[src/design/spi_pkg.sv]
package spi_pkg;

    // System clocks per SCLK period, each SCLK level lasts half of it
    localparam int spi_clk_div = 4;

    // Transmit FIFO geometry
    localparam int spi_fifo_depth = 8;
    localparam int spi_fifo_aw = 3;

    // One data byte on the wire, MSB goes out first
    typedef logic [7:0] spi_byte_t;

    // Outgoing SPI pins, chip enable is active high
    typedef struct packed {
        logic sclk;
        logic mosi;
        logic en;
    } spi_pins_t;

    // Received byte with its one-cycle strobe
    typedef struct packed {
        logic      valid;
        spi_byte_t data;
    } spi_rx_t;

endpackage

[src/design/spi_tx_fifo.sv]
module spi_tx_fifo import spi_pkg::*; (
    input  logic      clk,
    input  logic      rst,
    input  logic      wr_valid,
    input  spi_byte_t wr_data,
    input  logic      rd,
    output spi_byte_t rd_data,
    output logic      full,
    output logic      empty
);

    spi_byte_t mem [spi_fifo_depth];

    logic [spi_fifo_aw-1:0] wr_ptr;
    logic [spi_fifo_aw-1:0] rd_ptr;
    logic [spi_fifo_aw:0]   count;
    logic [spi_fifo_aw:0]   count_next;
    logic                   do_wr;
    logic                   do_rd;

    // Writes into a full buffer and reads from an empty one are ignored
    assign do_wr = wr_valid && !full;
    assign do_rd = rd && !empty;

    always_comb begin
        count_next = count;
        case ({do_wr, do_rd})
            2'b10: count_next = count + 1'b1;
            2'b01: count_next = count - 1'b1;
            default: count_next = count;
        endcase
    end

    // Pointers wrap on their own since the depth is a power of two
    always_ff @(posedge clk or posedge rst) begin
        if (rst) begin
            wr_ptr <= '0;
            rd_ptr <= '0;
            count  <= '0;
        end else begin
            if (do_wr) begin
                wr_ptr <= wr_ptr + 1'b1;
            end
            if (do_rd) begin
                rd_ptr <= rd_ptr + 1'b1;
            end
            count <= count_next;
        end
    end

    // Flags come from the next occupancy so they line up with count
    always_ff @(posedge clk or posedge rst) begin
        if (rst) begin
            full  <= 1'b0;
            empty <= 1'b1;
        end else begin
            full  <= (count_next == (spi_fifo_aw + 1)'(spi_fifo_depth));
            empty <= (count_next == '0);
        end
    end

    always_ff @(posedge clk) begin
        if (do_wr) begin
            mem[wr_ptr] <= wr_data;
        end
    end

    // Head of the queue, meaningful while empty is low
    assign rd_data = mem[rd_ptr];

endmodule

[src/design/spi_byte_shifter.sv]
module spi_byte_shifter import spi_pkg::*; (
    input  logic      clk,
    input  logic      rst,
    input  logic      start,
    input  spi_byte_t tx_byte,
    input  logic      miso,
    output logic      sclk,
    output logic      mosi,
    output logic      done,
    output spi_rx_t   rx
);

    typedef enum logic [1:0] {
        st_idle,
        st_load,
        st_active,
        st_finish
    } state_t;

    typedef logic [$clog2(spi_clk_div / 2)-1:0] div_cnt_t;

    state_t    state;
    state_t    state_next;
    div_cnt_t  div_cnt;
    logic [2:0] bit_cnt;
    spi_byte_t tx_reg;
    spi_byte_t rx_reg;
    logic      tick;
    logic      rise;
    logic      fall;

    // Half period boundary of SCLK, only counted while the byte is active
    assign tick = (state == st_active) && (div_cnt == div_cnt_t'(spi_clk_div / 2 - 1));
    assign rise = tick && !sclk;
    assign fall = tick && sclk;

    always_ff @(posedge clk or posedge rst) begin
        if (rst) begin
            state <= st_idle;
        end else begin
            state <= state_next;
        end
    end

    always_comb begin
        state_next = state;
        case (state)
            st_idle: begin
                if (start) begin
                    state_next = st_load;
                end
            end
            st_load: begin
                state_next = st_active;
            end
            st_active: begin
                // Eighth falling edge closes the byte
                if (fall && bit_cnt == 3'd7) begin
                    state_next = st_finish;
                end
            end
            st_finish: begin
                state_next = st_idle;
            end
            default: begin
                state_next = st_idle;
            end
        endcase
    end

    // SCLK divider, idles low outside the active state
    always_ff @(posedge clk or posedge rst) begin
        if (rst) begin
            div_cnt <= '0;
            sclk    <= 1'b0;
        end else if (state == st_active) begin
            if (tick) begin
                div_cnt <= '0;
                sclk    <= ~sclk;
            end else begin
                div_cnt <= div_cnt + 1'b1;
            end
        end else begin
            div_cnt <= '0;
            sclk    <= 1'b0;
        end
    end

    // One count per completed bit, i.e. per falling edge
    always_ff @(posedge clk or posedge rst) begin
        if (rst) begin
            bit_cnt <= '0;
        end else if (state == st_load) begin
            bit_cnt <= '0;
        end else if (fall) begin
            bit_cnt <= bit_cnt + 1'b1;
        end
    end

    // MSB sits on MOSI from the load cycle, next bit after each falling edge
    always_ff @(posedge clk or posedge rst) begin
        if (rst) begin
            tx_reg <= '0;
        end else if (state == st_idle && start) begin
            tx_reg <= tx_byte;
        end else if (fall) begin
            tx_reg <= {tx_reg[6:0], 1'b0};
        end
    end

    // MISO sampled on rising edges
    always_ff @(posedge clk) begin
        if (rise) begin
            rx_reg <= {rx_reg[6:0], miso};
        end
    end

    // Strobe goes out one clock after the last falling edge
    always_ff @(posedge clk or posedge rst) begin
        if (rst) begin
            done <= 1'b0;
        end else begin
            done <= (state == st_finish);
        end
    end

    assign mosi     = tx_reg[7];
    assign rx.valid = done;
    assign rx.data  = rx_reg;

endmodule

[src/design/spi_frame_ctrl.sv]
module spi_frame_ctrl import spi_pkg::*; (
    input  logic      clk,
    input  logic      rst,
    input  logic      empty,
    input  spi_byte_t rd_data,
    input  logic      done,
    output logic      rd,
    output logic      start,
    output spi_byte_t tx_byte,
    output logic      en
);

    typedef enum logic [1:0] {
        st_idle,
        st_pop,
        st_issue,
        st_busy
    } state_t;

    state_t state;
    state_t state_next;

    always_ff @(posedge clk or posedge rst) begin
        if (rst) begin
            state <= st_idle;
        end else begin
            state <= state_next;
        end
    end

    always_comb begin
        state_next = state;
        case (state)
            st_idle: begin
                if (!empty) begin
                    state_next = st_pop;
                end
            end
            st_pop: begin
                state_next = st_issue;
            end
            st_issue: begin
                state_next = st_busy;
            end
            st_busy: begin
                // Keep the frame open while bytes are still queued
                if (done) begin
                    state_next = empty ? st_idle : st_pop;
                end
            end
            default: begin
                state_next = st_idle;
            end
        endcase
    end

    // Chip enable spans every state except idle, registered for a clean pin
    always_ff @(posedge clk or posedge rst) begin
        if (rst) begin
            en <= 1'b0;
        end else begin
            en <= (state_next != st_idle);
        end
    end

    // Head byte captured during the pop
    always_ff @(posedge clk) begin
        if (state == st_pop) begin
            tx_byte <= rd_data;
        end
    end

    assign rd    = (state == st_pop);
    assign start = (state == st_issue);

endmodule

[src/design/spi_master_top.sv]
module spi_master_top import spi_pkg::*; (
    input  logic      clk,
    input  logic      rst,
    input  logic      wr_valid,
    input  spi_byte_t wr_data,
    output logic      full,
    input  logic      miso,
    output spi_pins_t pins,
    output spi_rx_t   rx
);

    spi_byte_t fifo_data;
    spi_byte_t tx_byte;
    logic      fifo_rd;
    logic      fifo_empty;
    logic      start;
    logic      done;
    logic      sclk;
    logic      mosi;
    logic      en;

    // Host side byte queue
    spi_tx_fifo u_fifo (
        .clk     (clk),
        .rst     (rst),
        .wr_valid(wr_valid),
        .wr_data (wr_data),
        .rd      (fifo_rd),
        .rd_data (fifo_data),
        .full    (full),
        .empty   (fifo_empty)
    );

    spi_frame_ctrl u_ctrl (
        .clk    (clk),
        .rst    (rst),
        .empty  (fifo_empty),
        .rd_data(fifo_data),
        .done   (done),
        .rd     (fifo_rd),
        .start  (start),
        .tx_byte(tx_byte),
        .en     (en)
    );

    spi_byte_shifter u_shifter (
        .clk    (clk),
        .rst    (rst),
        .start  (start),
        .tx_byte(tx_byte),
        .miso   (miso),
        .sclk   (sclk),
        .mosi   (mosi),
        .done   (done),
        .rx     (rx)
    );

    assign pins = '{sclk: sclk, mosi: mosi, en: en};

endmodule

[config.mk]
export PLATFORM = sky130hd
export DESIGN_NAME = spi_master_top
export DESIGN_NICKNAME = d
export VERILOG_FILES = /design/src/design/spi_pkg.sv /design/src/design/spi_tx_fifo.sv /design/src/design/spi_byte_shifter.sv /design/src/design/spi_frame_ctrl.sv /design/src/design/spi_master_top.sv
export SDC_FILE = /design/constraint.sdc
export NUM_CORES = 1
export LEC_CHECK = 0
export BUFFER_PORTS_ARGS = -buffer_cell sky130_fd_sc_hd__buf_2
export CORE_MARGIN = 2
export CORE_UTILIZATION = 40
export DETAILED_ROUTE_END_ITERATION = 16
export GPL_TIMING_DRIVEN = 0
export PLACE_DENSITY = 0.64
export SLEW_MARGIN = 0
export SYNTH_ARGS = -nofsm -noshare
export SYNTH_HDL_FRONTEND = slang
export SYNTH_SLANG_ARGS = --single-unit
[constraint.sdc]
create_clock -name clk -period 4.4 [get_ports clk]
set_input_delay 1.32 -clock clk [delete_from_list [all_inputs] [get_ports clk]]
set_output_delay 1.32 -clock clk [all_outputs]
set_load 0.05 [all_outputs]
## Word level (Yosys, flattened, before mapping)

Memory sizes are Yosys's and may differ from the RTL's. A register that Yosys moved wholly into a read port is not among the register bits.
Cells that the tools add are included.

- Register bits: 39
- Latch bits: 0
- RAM bits: 64
- Memory bits (read-only): 0
- Input bits: 12
- Output and inout port bits: 13
- Logic and storage cells: 70
- Memories kept: 1

- $add $sub $neg: 6
- $mul: 0
- Div/mod/pow operators: 0
- Magnitude comparators: 0
- Equal/unequal tests: 13
- Shift-type cells: 0
- Mux-type cells: 18
- Bitwise gates (word level): 1
- Reductions and logical operators: 17

Memories:

| name | depth | width | read ports | clocked after Yosys merged registers in | wr ports | RTL line | text |
|---|---|---|---|---|---|---|---|
| u_fifo.mem | 8 | 8 | 1 | 1 | 1 | spi_tx_fifo.sv:12 | `spi_byte_t mem [spi_fifo_depth];` |

Operators with widths:

| operator | count |
|---|---|
| $mux 8 | 2 |
| $pmux 2 s4 | 2 |
| $eq 2x2->1 const B | 5 |
| $add 3x1->3 const B | 3 |
| $mux 2 | 4 |
| $pmux 4 s2 | 1 |
| $logic_and 1x1->1 | 7 |
| $mux 1 | 7 |
| $eq 2x1->1 const B | 3 |
| $mux 3 | 2 |
| $reduce_bool 2->1 | 3 |
| $add 4x1->4 const B | 1 |
| $eq 4x4->1 const B | 1 |
| $logic_not 2->1 | 2 |
| $logic_not 4->1 | 1 |
| $ne 2x1->1 const B | 2 |
| $sub 4x1->4 const B | 1 |
| $eq 3x3->1 const B | 1 |
| $logic_not 1->1 | 3 |
| $ne 2x2->1 const B | 1 |
| $reduce_and 2->1 | 1 |
| $add 1x1->1 const B | 1 |
| $not 1->1 | 1 |

## Longest topological paths before layout

- Depth in word-level cells: 6
- Depth in mapped cells: 10
- Mapped depth without buffers: 10

## By module

A second synthesis with hierarchy kept.

- Cells, all modules: 266
- Area total of the unflattened synthesis: 4588.2 µm²

Modules (own cells, without submodules):

| module | instances | cells an instance | area each (µm²) | sequential area each (µm²) |
|---|---|---|---|---|
| spi_tx_fifo | 1 | 164 | 3166.8 | 2223.4 |
| spi_byte_shifter | 1 | 78 | 1022.2 | 640.6 |
| spi_frame_ctrl | 1 | 21 | 376.6 | 315.3 |
| spi_master_top | 1 | 3 | 22.5 | 0.0 |

## Least setup slack after synthesis

No wires, ideal clock.

- Kind: input to register
- Start point: input wr_valid
- End point: register u_fifo.empty
- Setup time: 0.067 ns
- Arrival: 3.048 ns
- Setup slack: 1.285 ns
- Stages on the path: 10
- Cells stage by stage: and2b_1 inv_2 nand2_2 xnor2_1 ha_1 or3b_2 nor4_1 o31ai_1 o31a_1 nor2_1

- Word-level cells in the longest chain between the ends: 4
- Elaborated cells between the ends (all ways): 5
- Classes of those cells: 2 x eq/ne; 1 x mux; 2 x reduce/logical

Ends and longest elaborated chain:

| item | RTL line | text |
|---|---|---|
| start: declaration | spi_master_top.sv:4 | `input logic wr_valid,` |
| $logic_and 1x1->1 * | spi_tx_fifo.sv:22 | `assign do_wr = wr_valid && !full;` |
| $eq 2x1->1 / $eq 2x2->1 (equally long branches) | spi_tx_fifo.sv:27 | `case ({do_wr, do_rd})` |
| $pmux 4 s2 * | spi_tx_fifo.sv:27 |  |
| $logic_not 4->1 * | spi_tx_fifo.sv:58 | `empty <= (count_next == '0);` |
| end signal: assignment | spi_tx_fifo.sv:58 |  |
| end: declaration | spi_tx_fifo.sv:9 | `output logic empty` |

Every way passes the cells marked *; elsewhere a longest branch is shown, timed or not.
A chain may end at the register's enable or synchronous reset.

## Worst setup path after layout

Same ends and word-level chain as after synthesis.

==> summary.md <==
| Metric | Value |
|---|---|
| Synth Instances | `266` |
| CTS sink cnt | `111` |
| Depth of the most critical reg-to-reg path | `10` |
| Max FFs per register | `between 60 and 70` |
| Final Power | `3.28 mW` |
| Final hold vios | `0` |
| Relative slew slack | `0.150` |
| WP data arrival | `about 3.4 ns` |
| R2r startpoint | `u_ctrl.state[1]$_DFF_PP0_` |
| Setup slack, reg-to-reg | `1.83 ns` |
| Clock latency on the worst-skew pair | `0.35 ns` |
| Simple-gate area share of the yosys netlist | `0.0669` |
| Required @ worst endpoint | `about 4.7 ns` |
| Met3 wire length | `239 microns` |
| # nets final | `325` |
| Critical Path Fanout Max | `7` |
| Final cell count without fillers | `about 450` |
| Num CTS Buffers | `9` |
| Post-synthesis mux area share | `0.125` |
| Share of layout cells above drive strength 1 | `0.274` |
| Largest register by flop count | `u_fifo.mem` |
| Ys Warns | `0` |
| Hold Crit Depth | `0` |
| RSZ-0062 raised after global routing | `false` |
| Max-cap violations | `0` |
| DR pass1 iterations | `5` |
| Setup-failing EPs final | `0` |
| Max Used Layer | `met4` |
| Pwr dens | `642 nW/um^2` |
| Global-route wire length before repair | `roughly 12 mm` |
| Setup Fix Bufs, Post-CTS | `0` |
| CTS tree | `yes` |
| Post-synth EDFFs | `80` |
| Min-Delay Endpoint | `u_shifter.rx_reg[1]$_DFFE_PP_` |
| Crit path kind | `in -> reg` |
| Main combinational cell family by area after synthesis | `multiplexers` |
| Library cells used by synthesis | `47` |
| CP startpoint | `wr_valid` |
| Antenna violations before repair | `0` |
| CP Cell Sequence | `buf_2, and2b_1, inv_2, nand2_2, xnor2_1, ha_1, or3b_2, nor4_1, o31ai_1, o31a_1, nor2_1` |
| Most area-consuming cells after synthesis | `edfxtp_1 53%, dfrtp_1 17%, mux4_2 8.0%` |
| Buffers on Ports | `24` |
| Mapped Area | `around 4500 sq um` |
| Post-Syn Area per Cell | `16.9 sq um` |
| Part of the cycle the worst path needs | `0.700` |
| PostCTS Resize Cnt | `0` |
| Startpoint types | `input port` |
| CTS Hold Bufs | `0` |
| Routed wire length | `7.13 mm` |
| Clock-pin transition on the worst setup and hold timing paths | `0.07 ns` |
| Fmax | `325 MHz` |
| Routed wire length per instance | `15.9 microns` |
| Maximum vdd drop | `between 300 and 400 uV` |
| #FFs+latches synth | `about 110` |
| Initial Util | `0.412` |
| Longest Clk Path Bufs | `2` |
| Die Y | `110 microns` |
| Final Cell Area | `5100 sq um` |
| Worst-margin pin slew | `1.27 ns` |
| Largest net degree at the start of global routing | `32` |
| Antenna cell count | `0` |
| DR vias | `2,209` |
| Cell taking the most area after synthesis | `edfxtp_1` |
| Top Ports | `25` |
| DRT antenna net count | `0` |
| Num rows | `38` |
| CP max stage delay | `~0.48 ns` |
| CP Capture Type | `register` |
| Top-count cell post-synth | `edfxtp_1` |
| Metal2 WL | `3.64 mm` |
| Vias in the first global route | `about 2,300` |
| Min cycle time layout | `a little over 3 ns` |
| Detail Placement HPWL | `4.68 mm` |
| Setup TNS | `0 ns` |
| Ys flop type | `edfxtp_1` |
| Final Wtd Congestion | `0.712` |
| Die ar. | `12,100 sq um` |
| Post-Synth Adder-Cell Area | `0.0278` |
| Synth top area share | `0.533` |
| Tightest Hold Check Type | `reg -> reg` |
| Leak pwr | `around 1.9 nW` |
| Met1 Wirelength | `around 3.1 mm` |
| Width of the die | `approximately 110 microns` |
| Synth top cells by count | `80 x edfxtp_1, 30 x dfrtp_1, 20 x nand2_1` |
| Hold slack | `0.449 ns` |
| Register area share after synthesis | `0.706` |
| H-tree Lvls | `3` |
| DRC | `0` |
| Total grt overflow | `0` |
| Synth Area in XOR/XNOR | `0.0214` |
| Skew final | `between 0.009 and 0.01 ns` |
| Worst Min Path Start | `u_shifter.rx_reg[0]$_DFFE_PP_` |
| DR iter-0 viols | `112` |
| Slowest CP cell | `or3b_2` |
| Async SR Flop Fraction | `0.279` |
| Root buffer cell | `clkbuf_16` |
| Status | `finished clean` |
| Slew Viols, Final | `0` |
| Cell total after placement | `430` |
| Core ar. | `10,900 sq um` |
| Worst r2r dst | `u_fifo.empty$_DFF_PP1_` |
| Compound-Gate Fraction of Synth Area | `0.0294` |
| All-Layer GR Usage | `0.134` |
| Vias per Instance | `4.94` |
| Syn Nets | `288` |
| P&R area growth vs syn | `13.3%` |
| Placed Instance Area | `4800 sq um` |
==> layout by cell type, fill, tap and decap left out, types with 2 or more instances in the layout <==
cell and instances:
nor2b_1 3, buf_1 2, inv_6 2, nor3_1 2
buf_2 26, clkinv_1 2, buf_4 4, clkinv_4 3
o21ai_0 7, mux2_2 10, clkbuf_16 9, o21ai_1 2
dfrtp_1 30, and2_1 2, a21oi_1 2, edfxtp_1 80
inv_1 6, xnor2_1 8, ha_1 10, nor2_1 17
mux4_2 16, nand2b_1 4, mux2i_1 9, nand2_1 20
xor2_1 3
==> cell families (layout without fill, tap and decap cells) <==
| family | count (synthesis) | count (layout) |
|---|---|---|
| flops | 111 | 111 |
| simple gates | 59 | 59 |
| mux | 35 | 35 |
| compound gates | 20 | 20 |
| buf+inv | 20 | 61 |
| xor+xnor | 11 | 11 |
| fa+ha+maj | 10 | 10 |
==> metal layers <==
layer,vias to the layer above,GRT usage
li1,1066,-
met1,1100,0.160
met2,34,0.228
met3,9,0.0494
met4,0,0.0411
met5,-,0
==> power by group <==
part | internal [mW] | leakage [nW] | switching, mW | total, mW
Combinational | 0.445 | 0.702 | 0.552 | 0.997
Clock | 0.384 | 0.134 | 0.361 | 0.746
Sequential | 1.40 | 1.10 | 0.130 | 1.54
==> worst max path at each step <==
stage,slack [ns],endpoint,cells past startpoint
5_1_grt,1.12,u_fifo.full$_DFF_PP0_,11
3_5_place_dp,0.98,u_fifo.empty$_DFF_PP1_,11
6_report,1.32,u_fifo.empty$_DFF_PP1_,11
2_1_floorplan,1.29,u_fifo.empty$_DFF_PP1_,10
4_1_cts,1.34,u_fifo.empty$_DFF_PP1_,11
3_3_place_gp,1.01,u_fifo.empty$_DFF_PP1_,11
==> cell type report <==
type,instances,area [sq um]
well taps,140,175
clock buffers,9,225
plain buffers,11,67.6
clock inverters,6,43.8
inverters,9,38.8
multi-input cells,135,1220
flip-flops and latches,111,3180
fillers,947,5830
repair buffers,26,155
==> critical path, delay by kind of cell <==
kind / cells / cell delay [ns]
xor gates and xnor gates: 1 / 0.13
and+or+nand+nor: 5 / 1.10
adders and majority gates: 1 / 0.29
buffers and inverters: 2 / 0.27
AOI/OAI and AO/OA: 2 / 0.24
==> through the flow <==
step	utilization	setup slack, ns
after CTS	0.464	1.34
after floorplan	-	1.29
after detailed placement	0.439	0.985
after global routing	0.467	1.12
final	0.467	1.32
after global placement	0.439	1.01
Note: power is estimated with default switching activity, not from simulation.
